`src/verilog/zx_conf_pkg.sv`:
```
// configuration register types and reset values of the memory and system setup
package zx_conf_pkg;

	// memconf[7:6], how #7FFD may reach the upper ram pages
	typedef enum logic [1:0] {
		LOCK_OFF   = 2'd0, // data bits 7:6 extend the page
		LOCK_128   = 2'd1, // plain 128k, upper bits held at zero
		LOCK_FETCH = 2'd2, // lock decided by the last opcode fetched
		LOCK_EXT   = 2'd3  // 1m extension through data bit 5
	} lock_mode_t;

	typedef logic [7:0] page_t; // one ram window page number

	localparam logic [7:0] SYSCONF_RST   = 8'h01; // 7 MHz turbo
	localparam logic [7:0] MEMCONF_RST   = 8'h04; // rom mapping off
	localparam logic [7:0] INTMASK_RST   = 8'h01; // frame int only
	localparam logic [3:0] CACHECONF_RST = 4'h0;  // no cache windows

	// window 0..3 after reset, rom, page 5, page 2, page 0
	localparam page_t RAMPAGE_RST0 = 8'h00;
	localparam page_t RAMPAGE_RST1 = 8'h05;
	localparam page_t RAMPAGE_RST2 = 8'h02;
	localparam page_t RAMPAGE_RST3 = 8'h00;

endpackage

```
`src/verilog/zx_port_pkg.sv`:
```
// port map of the z80 i/o block: low address byte codes and #nnAF register indexes
package zx_port_pkg;

	typedef logic [7:0] byte_t; // one z80 data or address byte

	// low address byte of each decoded port
	localparam byte_t PORT_FE     = 8'hFE; // keys, tape in
	localparam byte_t PORT_FD     = 8'hFD; // #7FFD paging, #FFFD sound chip
	localparam byte_t PORT_XT     = 8'hAF; // extended config, index in A15..A8
	localparam byte_t PORT_KJOY   = 8'h1F; // kempston joystick, outside dos
	localparam byte_t PORT_KMOUSE = 8'hDF; // kempston mouse
	localparam byte_t PORT_SDCFG  = 8'h77; // sd card control
	localparam byte_t PORT_SDDAT  = 8'h57; // sd card data

	// #nnAF register indexes, high address byte

	// rampage 0..3 sit at four consecutive indexes
	localparam byte_t XT_RAMPAGE   = 8'h10;
	localparam byte_t XT_FMADDR    = 8'h15;
	localparam byte_t XT_SYSCONF   = 8'h20;
	localparam byte_t XT_MEMCONF   = 8'h21;
	localparam byte_t XT_FDDVIRT   = 8'h29;
	localparam byte_t XT_INTMASK   = 8'h2A;
	localparam byte_t XT_CACHECONF = 8'h2B;

	// read-only indexes
	localparam byte_t XT_XSTAT   = 8'h00; // power-up flag
	localparam byte_t XT_DMASTAT = 8'h27; // dma busy

	// read-back value of an unmapped port, the bus floats high
	localparam byte_t BUS_IDLE = 8'hFF;

	// sd ports are reachable outside dos, or in virtual dos
	function automatic logic sd_allowed(input logic dos, input logic vdos);
		sd_allowed = !dos || vdos;
	endfunction

endpackage
```
`src/verilog/port_bus_if.sv`:
```
// decoded i/o write strobes and the cpu data byte, from the port decoder to the registers
`timescale 1ns/1ps

interface port_bus_if;
	import zx_port_pkg::*;

	byte_t data;      // cpu byte
	byte_t xt_idx;    // high address byte, #nnAF register index
	logic  xt_wr;     // write to #nnAF
	logic  fd_wr;     // write to #7FFD, before the lock48 check
	logic  sd_cfg_wr; // sd control write
	logic  sd_dat_wr; // sd data write
	logic  sd_dat_rd; // sd data read

	modport decoder (
		output data, xt_idx, xt_wr, fd_wr,
		output sd_cfg_wr, sd_dat_wr, sd_dat_rd
	);

	modport sink (
		input data, xt_idx, xt_wr, fd_wr,
		input sd_cfg_wr, sd_dat_wr, sd_dat_rd
	);

endinterface

```
`src/verilog/zports.sv`:
```
// z80 i/o port block: decoder, paging and config registers, sd port and read-back
`timescale 1ns/1ps

module zports (
	input  logic        clk,
	input  logic        rst,
	input  logic [7:0]  din,
	input  logic [15:0] a,
	input  logic        opfetch,
	input  logic        iord_s,
	input  logic        iowr_s,
	input  logic        wr,
	input  logic        dos,
	input  logic        vdos,
	input  logic [4:0]  keys_in,
	input  logic        tape_read,
	input  logic [4:0]  kj_in,
	input  logic [7:0]  mus_in,
	input  logic [7:0]  sd_dataout,
	input  logic        dma_act,
	output logic [7:0]  dout,
	output logic        dataout,
	output logic        porthit,
	output logic [31:0] xt_page,
	output logic [4:0]  fmaddr,
	output logic [7:0]  sysconf,
	output logic [7:0]  memconf,
	output logic [3:0]  cacheconf,
	output logic [3:0]  fddvirt,
	output logic [7:0]  intmask,
	output logic        sdcs_n,
	output logic        sd_start,
	output logic [7:0]  sd_datain
);

	port_bus_if pbus ();

	port_decode u_decode (
		.a       (a),
		.iowr_s  (iowr_s),
		.iord_s  (iord_s),
		.dos     (dos),
		.vdos    (vdos),
		.din     (din),
		.porthit (porthit),
		.pbus    (pbus.decoder)
	);

	mem_pager u_pager (
		.clk     (clk),
		.rst     (rst),
		.opfetch (opfetch),
		.din     (din),
		.pbus    (pbus.sink),
		.xt_page (xt_page),
		.memconf (memconf)
	);

	xt_regs u_xt (
		.clk       (clk),
		.rst       (rst),
		.pbus      (pbus.sink),
		.fmaddr    (fmaddr),
		.sysconf   (sysconf),
		.cacheconf (cacheconf),
		.fddvirt   (fddvirt),
		.intmask   (intmask)
	);

	sd_port u_sd (
		.clk       (clk),
		.rst       (rst),
		.wr        (wr),
		.pbus      (pbus.sink),
		.sdcs_n    (sdcs_n),
		.sd_start  (sd_start),
		.sd_datain (sd_datain)
	);

	port_readback u_rdback (
		.clk        (clk),
		.a          (a),
		.iord_s     (iord_s),
		.dos        (dos),
		.vdos       (vdos),
		.keys_in    (keys_in),
		.tape_read  (tape_read),
		.kj_in      (kj_in),
		.mus_in     (mus_in),
		.sd_dataout (sd_dataout),
		.dma_act    (dma_act),
		.xt_page    (xt_page),
		.dout       (dout),
		.dataout    (dataout)
	);

endmodule

```
`src/verilog/port_readback.sv`:
```
// read-back multiplexer for the cpu, data-out enable and the power-up status flag
`timescale 1ns/1ps

module port_readback (
	input  logic               clk,
	input  logic [15:0]        a,
	input  logic               iord_s,
	input  logic               dos,
	input  logic               vdos,
	input  logic [4:0]         keys_in,
	input  logic               tape_read,
	input  logic [4:0]         kj_in,
	input  zx_port_pkg::byte_t mus_in,
	input  zx_port_pkg::byte_t sd_dataout,
	input  logic               dma_act,
	input  logic [31:0]        xt_page,
	output zx_port_pkg::byte_t dout,
	output logic               dataout
);
	import zx_port_pkg::*;

	byte_t loa;
	byte_t hoa;
	byte_t xt_dout;
	logic  hit;
	logic  pwr_up = 1'b1;      // set by fpga configuration only
	logic  pwr_up_reg = 1'b0;  // value returned by the last status read

	assign loa = a[7:0];
	assign hoa = a[15:8];

	assign hit = (loa == PORT_FE) || (loa == PORT_XT) || (loa == PORT_FD)
		|| (loa == PORT_KMOUSE) || ((loa == PORT_KJOY) && !dos)
		|| (((loa == PORT_SDCFG) || (loa == PORT_SDDAT)) && sd_allowed(dos, vdos));

	assign dataout = hit && iord_s;

	always @(posedge clk)
	begin
		if (iord_s && (loa == PORT_XT) && (hoa == XT_XSTAT))
		begin
			pwr_up_reg <= pwr_up;
			pwr_up     <= 1'b0;
		end
	end

	always_comb
	begin
		case (hoa)
			XT_XSTAT:                           xt_dout = {1'b0, pwr_up_reg, 6'b000000};
			XT_DMASTAT:                         xt_dout = {dma_act, 7'b0000000};
			XT_RAMPAGE + 8'd2, XT_RAMPAGE + 8'd3: xt_dout = xt_page[{hoa[1:0], 3'b000} +: 8];
			default:                            xt_dout = BUS_IDLE;
		endcase
	end

	always_comb
	begin
		case (loa)
			PORT_FE:     dout = {1'b1, tape_read, 1'b0, keys_in};
			PORT_XT:     dout = xt_dout;
			PORT_KJOY:   dout = {3'b000, kj_in};
			PORT_KMOUSE: dout = mus_in;
			PORT_SDCFG:  dout = 8'h00; // card present, not write protected
			PORT_SDDAT:  dout = sd_dataout;
			default:     dout = BUS_IDLE;
		endcase
	end

endmodule

```
`src/verilog/sd_port.sv`:
```
// sd card spi control: chip select, transfer start and the byte sent to the card
`timescale 1ns/1ps

module sd_port (
	input  logic               clk,
	input  logic               rst,
	input  logic               wr,
	port_bus_if.sink           pbus,
	output logic               sdcs_n,
	output logic               sd_start,
	output zx_port_pkg::byte_t sd_datain
);

	// chip select sits in bit 1 of the control port
	always_ff @(posedge clk)
	begin
		if (rst)
			sdcs_n <= 1'b1;
		else if (pbus.sd_cfg_wr)
			sdcs_n <= pbus.data[1];
	end

	// every data port access, read or write, shifts one byte
	assign sd_start = pbus.sd_dat_wr || pbus.sd_dat_rd;

	// a read clocks out all ones
	assign sd_datain = wr ? pbus.data : 8'hFF;

endmodule

```
`src/verilog/xt_regs.sv`:
```
// remaining #nnAF registers for fm address, sysconf, cacheconf, fdd virtual and int mask
`timescale 1ns/1ps

module xt_regs (
	input  logic               clk,
	input  logic               rst,
	port_bus_if.sink           pbus,
	output logic [4:0]         fmaddr,
	output zx_port_pkg::byte_t sysconf,
	output logic [3:0]         cacheconf,
	output logic [3:0]         fddvirt,
	output zx_port_pkg::byte_t intmask
);
	import zx_port_pkg::*;
	import zx_conf_pkg::*;

	logic ld_fmaddr;
	logic ld_sysconf;
	logic ld_cacheconf;
	logic ld_fddvirt;
	logic ld_intmask;

	assign ld_fmaddr    = pbus.xt_wr && (pbus.xt_idx == XT_FMADDR);
	assign ld_sysconf   = pbus.xt_wr && (pbus.xt_idx == XT_SYSCONF);
	assign ld_cacheconf = pbus.xt_wr && (pbus.xt_idx == XT_CACHECONF);
	assign ld_fddvirt   = pbus.xt_wr && (pbus.xt_idx == XT_FDDVIRT);
	assign ld_intmask   = pbus.xt_wr && (pbus.xt_idx == XT_INTMASK);

	always_ff @(posedge clk)
	begin
		if (rst)
		begin
			fmaddr[4] <= 1'b0;  // only the fm access bit is reset
			sysconf   <= SYSCONF_RST;
			cacheconf <= CACHECONF_RST;
			fddvirt   <= 4'h0;
			intmask   <= INTMASK_RST;
		end
		else
		begin
			if (ld_fmaddr)
				fmaddr <= pbus.data[4:0];
			if (ld_sysconf)
			begin
				sysconf   <= pbus.data;
				cacheconf <= {4{pbus.data[2]}}; // cache all windows or none
			end
			if (ld_cacheconf)
				cacheconf <= pbus.data[3:0];
			if (ld_fddvirt)
				fddvirt <= pbus.data[3:0];
			if (ld_intmask)
				intmask <= pbus.data;
		end
	end

	// index decode needs a known high address byte
	a_idx_known: assert property (@(posedge clk) disable iff (rst)
		pbus.xt_wr |-> !$isunknown(pbus.xt_idx));

endmodule

```
`src/verilog/mem_pager.sv`:
```
// ram window pages, memconf and the #7FFD legacy paging with its lock modes
`timescale 1ns/1ps

module mem_pager (
	input  logic               clk,
	input  logic               rst,
	input  logic               opfetch,
	input  zx_port_pkg::byte_t din,
	port_bus_if.sink           pbus,
	output logic [31:0]        xt_page,
	output zx_port_pkg::byte_t memconf
);
	import zx_port_pkg::*;
	import zx_conf_pkg::*;

	page_t      rampage [4];
	logic       lock48;     // 48k lock, freezes #7FFD until reset
	logic       fetch_eq;   // bits 7 and 6 of the last opcode are equal
	lock_mode_t lock_mode;
	logic [2:0] win3_hi;    // upper page bits from a #7FFD write
	logic       p7ffd_wr;

	assign lock_mode = lock_mode_t'(memconf[7:6]);
	assign p7ffd_wr  = pbus.fd_wr && !lock48;
	assign xt_page   = {rampage[3], rampage[2], rampage[1], rampage[0]};

	always_comb
	begin
		case (lock_mode)
			LOCK_OFF:   win3_hi = {1'b0, pbus.data[7:6]};
			LOCK_128:   win3_hi = 3'b000;
			LOCK_FETCH: win3_hi = fetch_eq ? 3'b000 : {1'b0, pbus.data[7:6]};
			default:    win3_hi = {pbus.data[5], pbus.data[7:6]};
		endcase
	end

	// opcode sample, din holds the fetched opcode in an opfetch cycle
	always_ff @(posedge clk)
	begin
		if (rst)
			fetch_eq <= 1'b0;
		else if (opfetch)
			fetch_eq <= (din[7] == din[6]);
	end

	always_ff @(posedge clk)
	begin
		if (rst)
		begin
			memconf    <= MEMCONF_RST;
			rampage[0] <= RAMPAGE_RST0;
			rampage[1] <= RAMPAGE_RST1;
			rampage[2] <= RAMPAGE_RST2;
			rampage[3] <= RAMPAGE_RST3;
		end
		else if (p7ffd_wr)
		begin
			memconf[0] <= pbus.data[4];  // rom select
			rampage[3] <= {2'b00, win3_hi, pbus.data[2:0]};
		end
		else if (pbus.xt_wr)
		begin
			if (pbus.xt_idx[7:2] == XT_RAMPAGE[7:2])
				rampage[pbus.xt_idx[1:0]] <= pbus.data;
			if (pbus.xt_idx == XT_MEMCONF)
				memconf <= pbus.data;
		end
	end

	// bit 5 is a page bit in the extended mode, not a lock
	always_ff @(posedge clk)
	begin
		if (rst)
			lock48 <= 1'b0;
		else if (p7ffd_wr && lock_mode != LOCK_EXT)
			lock48 <= pbus.data[5];
	end

	// once locked, a #7FFD write from the decoder must leave window 3 alone
	a_lock48_freeze: assert property (@(posedge clk) disable iff (rst)
		pbus.fd_wr && lock48 |=> $stable(xt_page[31:24]));

endmodule

```
`src/verilog/port_decode.sv`:
```
// port address decoder, raises porthit and the per-port write and read strobes
`timescale 1ns/1ps

module port_decode (
	input  logic [15:0]        a,
	input  logic               iowr_s,
	input  logic               iord_s,
	input  logic               dos,
	input  logic               vdos,
	input  zx_port_pkg::byte_t din,
	output logic               porthit,
	port_bus_if.decoder        pbus
);
	import zx_port_pkg::*;

	byte_t loa;
	byte_t hoa;
	logic  sd_on;    // sd ports visible in this mode
	logic  hit_fe;
	logic  hit_xt;
	logic  hit_fd;
	logic  hit_joy;
	logic  hit_mouse;
	logic  hit_sdcfg;
	logic  hit_sddat;

	assign loa   = a[7:0];
	assign hoa   = a[15:8];
	assign sd_on = sd_allowed(dos, vdos);

	assign hit_fe    = (loa == PORT_FE);
	assign hit_xt    = (loa == PORT_XT);
	assign hit_fd    = (loa == PORT_FD);  // #FFFD sound chip counts too
	assign hit_joy   = (loa == PORT_KJOY) && !dos; // fdc owns #1F in dos
	assign hit_mouse = (loa == PORT_KMOUSE);
	assign hit_sdcfg = (loa == PORT_SDCFG) && sd_on;
	assign hit_sddat = (loa == PORT_SDDAT) && sd_on;

	always_comb
	begin
		porthit = hit_fe || hit_xt || hit_fd || hit_mouse || hit_joy;
		if (hit_sdcfg || hit_sddat)
			porthit = 1'b1;
	end

	assign pbus.data   = din;
	assign pbus.xt_idx = hoa;

	// writes act in the single strobe cycle
	assign pbus.xt_wr = hit_xt && iowr_s;
	assign pbus.fd_wr = hit_fd && !a[15] && iowr_s; // #7FFD only, A15 low

	always_comb
	begin
		pbus.sd_cfg_wr = 1'b0;
		pbus.sd_dat_wr = 1'b0;
		pbus.sd_dat_rd = 1'b0;
		if (hit_sdcfg)
			pbus.sd_cfg_wr = iowr_s;
		if (hit_sddat)
		begin
			pbus.sd_dat_wr = iowr_s;
			pbus.sd_dat_rd = iord_s;
		end
	end

endmodule

```
`config.mk`:
```
export PLATFORM = sky130hd
export DESIGN_NAME = zports
export DESIGN_NICKNAME = d
export VERILOG_FILES = /design/src/verilog/zx_conf_pkg.sv /design/src/verilog/zx_port_pkg.sv /design/src/verilog/port_bus_if.sv /design/src/verilog/zports.sv /design/src/verilog/port_readback.sv /design/src/verilog/sd_port.sv /design/src/verilog/xt_regs.sv /design/src/verilog/mem_pager.sv /design/src/verilog/port_decode.sv
export SDC_FILE = /design/constraint.sdc
export NUM_CORES = 1
export LEC_CHECK = 0
export ABC_AREA = 1
export BUFFER_PORTS_ARGS = -buffer_cell sky130_fd_sc_hd__buf_2
export CAP_MARGIN = 30
export CORE_UTILIZATION = 46
export DETAILED_ROUTE_END_ITERATION = 8
export PLACE_DENSITY = 0.77
export SYNTH_ARGS = -nofsm -noshare
export SYNTH_HDL_FRONTEND = slang
export SYNTH_HIERARCHICAL = 1
export SYNTH_SLANG_ARGS = --single-unit
```
`constraint.sdc`:
```
create_clock -name clk -period 2.5 [get_ports clk]
set_input_delay 0.625 -clock clk [delete_from_list [all_inputs] [get_ports clk]]
set_output_delay 0.625 -clock clk [all_outputs]
set_load 0.05 [all_outputs]
```
==> run_results.csv <==
group,metric,value,unit
power,p_leak,2.940,nW
worst_hold_path,hold_path_class,"register to register",
synth,synth_seq_cells,72,
floorplan,initial_core_util,48.37,%
synth,syn_area,4554,sq um
sta,hold_viol,0,
drt,drt_first_iter_violations,313,
worst_setup_path,crit_fanout,8,
final_layout,nets,865,
drt,vias,4705,
synth,synth_top_area_share,23.74,%
sta,fin_skew,0.01210,ns
power,ir_drop,0.3240,mV
drt,first_pass_iters,5,
floorplan,fp-row-count,35,
floorplan,dieArea,10300,sq um
sta,maxSlewHeadroom,66.17,%
drt,drt-total-wl,12.97,mm
sta,timing.hold.ws,0.4635,ns
sta,fmax,406.8,MHz
global_routing,grt_pass1_wl,19.69,mm
placed_design,hpwl,9.975,mm
sta,maxSlewViolCount,0,
final_layout,drive_gt1_share,31.48,%
run_status,status,"complete, no violations",
placed_design,dp.cells,918,
power,power,2.611,mW
cts,cts.clk_slew.worst_paths,0.08,ns
synth,ys_types,36,
final_layout,final_cell_mix,"nand2_1 (162), buf_2 (138), nor2_1 (111)",
cts,clk_path_buf_depth,2,
worst_setup_path,crit_type,"input pin to primary output",
cts,cts_tree,"built",
cts,cts-root-buf,"clkbuf_8",
synth,yosys_warnings,6,
worst_setup_path,crit_arrival,1.83,ns
placed_design,io_buffers,148,
synth,syn_area_per_cell,7.007,sq um
sta,setup_viol,0,
power,p_per_area,457.7,nW/um^2
final_layout,final_common_cell,"nand2_1",
floorplan,io_pins,149,
synth,yosysTopAreaCell,"edfxtp_1",
worst_setup_path,startpoint_type,"input pin",
sta,fin_crit,2.458,ns
worst_setup_path,cp_data_required_time,1.88,ns
sta,tightest_slew,0.5069,ns
global_routing,antenna_found_initial,0,
global_routing,grt_pass1_vias,4344,
drt,vias_per_cell,5.011,
run,max-cap-violations,0,
cts,cts-hold-fix-buffers,0,
cts,numClockSinks,72,
final_layout,instances_no_fill,939,
synth,syn_inst,650,
final_layout,area_growth,25.25,%
cts,htreeDepth,3,
sta,period_share,98.34,%
placed_design,place_congestion,0.9201,
final_layout,insertedDiodeCount,0,
sta,fin_ws,0.04153,ns
synth,synth.area.top_cells,"edfxtp_1 (24%), dfxtp_1 (16%), nand2_1 (14%)",
synth,ys_seq_area_share,39.56,%
cts,clock_latency,0.34,ns
synth,synth_nets,710,
drt,drc,0,
final_layout,fin_util,60.58,%
cts,cts_buffers,9,
drt,wl_per_cell,13.81,microns
global_routing,grtUsageTotal,24.80,%
global_routing,gr-total-overflow,0,
global_routing,grt_start_max_net_pins,21,
drt,ant_nets,0,
floorplan,die-height,101.5,microns
placed_design,pre_cts_ws,0.01396,ns
floorplan,die_w,101.5,microns
worst_setup_path,cp-end-kind,"primary output",
floorplan,core,9415,sq um
## path summary, 6_finish.rpt
kind                       start                     to  slack, ns  depth (start not counted)
setup / recovery            a[7]                dout[0]       0.04                          9
hold / removal       u_sd/sdcs_n            u_sd/sdcs_n       0.46                          2
setup reg to reg  u_pager/lock48  u_pager/rampage[0][4]       1.03                          6
hold reg to reg      u_sd/sdcs_n            u_sd/sdcs_n       0.46                          2
## layout make-up
class / instances / area [sq um]
Tap cell: 129 / 161.4
Multi-Input combinational cell: 449 / 2183
Clock buffer: 10 / 137.6
Sequential cell: 72 / 1802
Inverter: 102 / 397.9
Fill cell: 866 / 3711
Timing Repair Buffer: 171 / 963.4
Clock inverter: 6 / 58.81
## kinds of logic (layout without fill, tap and decap cells)
family                    Yosys count  after routing  share of synthesized area, %
and+or+nand+nor                   412            412                         43.02
DFF                                72             72                         39.56
buffers and inverters             129            289                         13.13
xor gates and xnor gates            1              1                        0.1923
AOI/OAI and AO/OA                  36             36                         4.094
## flip-flops by register name, indices dropped and copies added, names as in the netlist
register          cells
u_pager/fetch_eq      1
u_pager/rampage      32
u_xt/fddvirt          4
u_xt/sysconf          8
u_xt/fmaddr           5
u_pager/lock48        1
u_xt/cacheconf        4
u_pager/memconf       8
u_xt/intmask          8
u_sd/sdcs_n           1
## metrics by stage
step / cell area, sq um / setup TNS (ns)
2_1_floorplan: 4558 / 0
3_3_place_gp: 5391 / 0
3_5_place_dp: 5391 / 0
4_1_cts: 5588 / 0
5_1_grt: 5704 / -0.02324
6_report: 5704 / 0
## power by group
part	switching [mW]	total (mW)	internal (mW)
combinational	0.318	0.436	0.118
sequential	0.0156	1.27	1.26
clock	0.420	0.900	0.481
total	0.754	2.61	1.86
## Yosys cell counts
cell / count
nand2_1: 164
nor2_1: 113
inv_1: 90
nand3_1: 68
dfxtp_1: 36
edfxtp_1: 36
buf_4: 18
o21ai_0: 16
nand2_2: 15
a21oi_1: 12
nand3_2: 10
nor2_4: 8
nor2_2: 7
nor3_1: 7
inv_2: 6
nand4_1: 6
o21ai_1: 6
buf_2: 4
buf_6: 4
nand4_2: 3
nor2_8: 3
clkinv_1: 2
inv_4: 2
or2_1: 2
clkbuf_1: 1
clkinv_2: 1
clkinv_4: 1
nand2_4: 1
nand3_4: 1
nand3b_2: 1
nor3_2: 1
nor3b_2: 1
o211ai_1: 1
o21ai_2: 1
or2_2: 1
xor2_1: 1
## worst max-delay path, stage by stage
cell and delay, ns:
buf_2 0.18, nand2_1 0.13, nor2_4 0.18, buf_4 0.15
nand3_1 0.07, nand2_1 0.12, nor2_1 0.08, nand3_2 0.07
clkbuf_4 0.22
## what timing repair did
| action | 4_1_cts | 5_1_grt |
|---|---|---|
| endpoints found under the setup margin | 0 | 9 |
| gates resized for setup | 0 | 18 |
| buffers inserted | 0 | 5 |
## metal layers
metal  GRT usage (%)  share of wire, %  up-vias  routed length, microns
li1                -                 -     2333                       -
met1           28.14                41     2154                    5362
met2           46.00                50      204                    6495
met3           4.486               7.4       14                     960
met4           9.365               1.1        0                     148
met5               0                 0        -                       0
No activity file was read; power rests on OpenSTA's default activity.
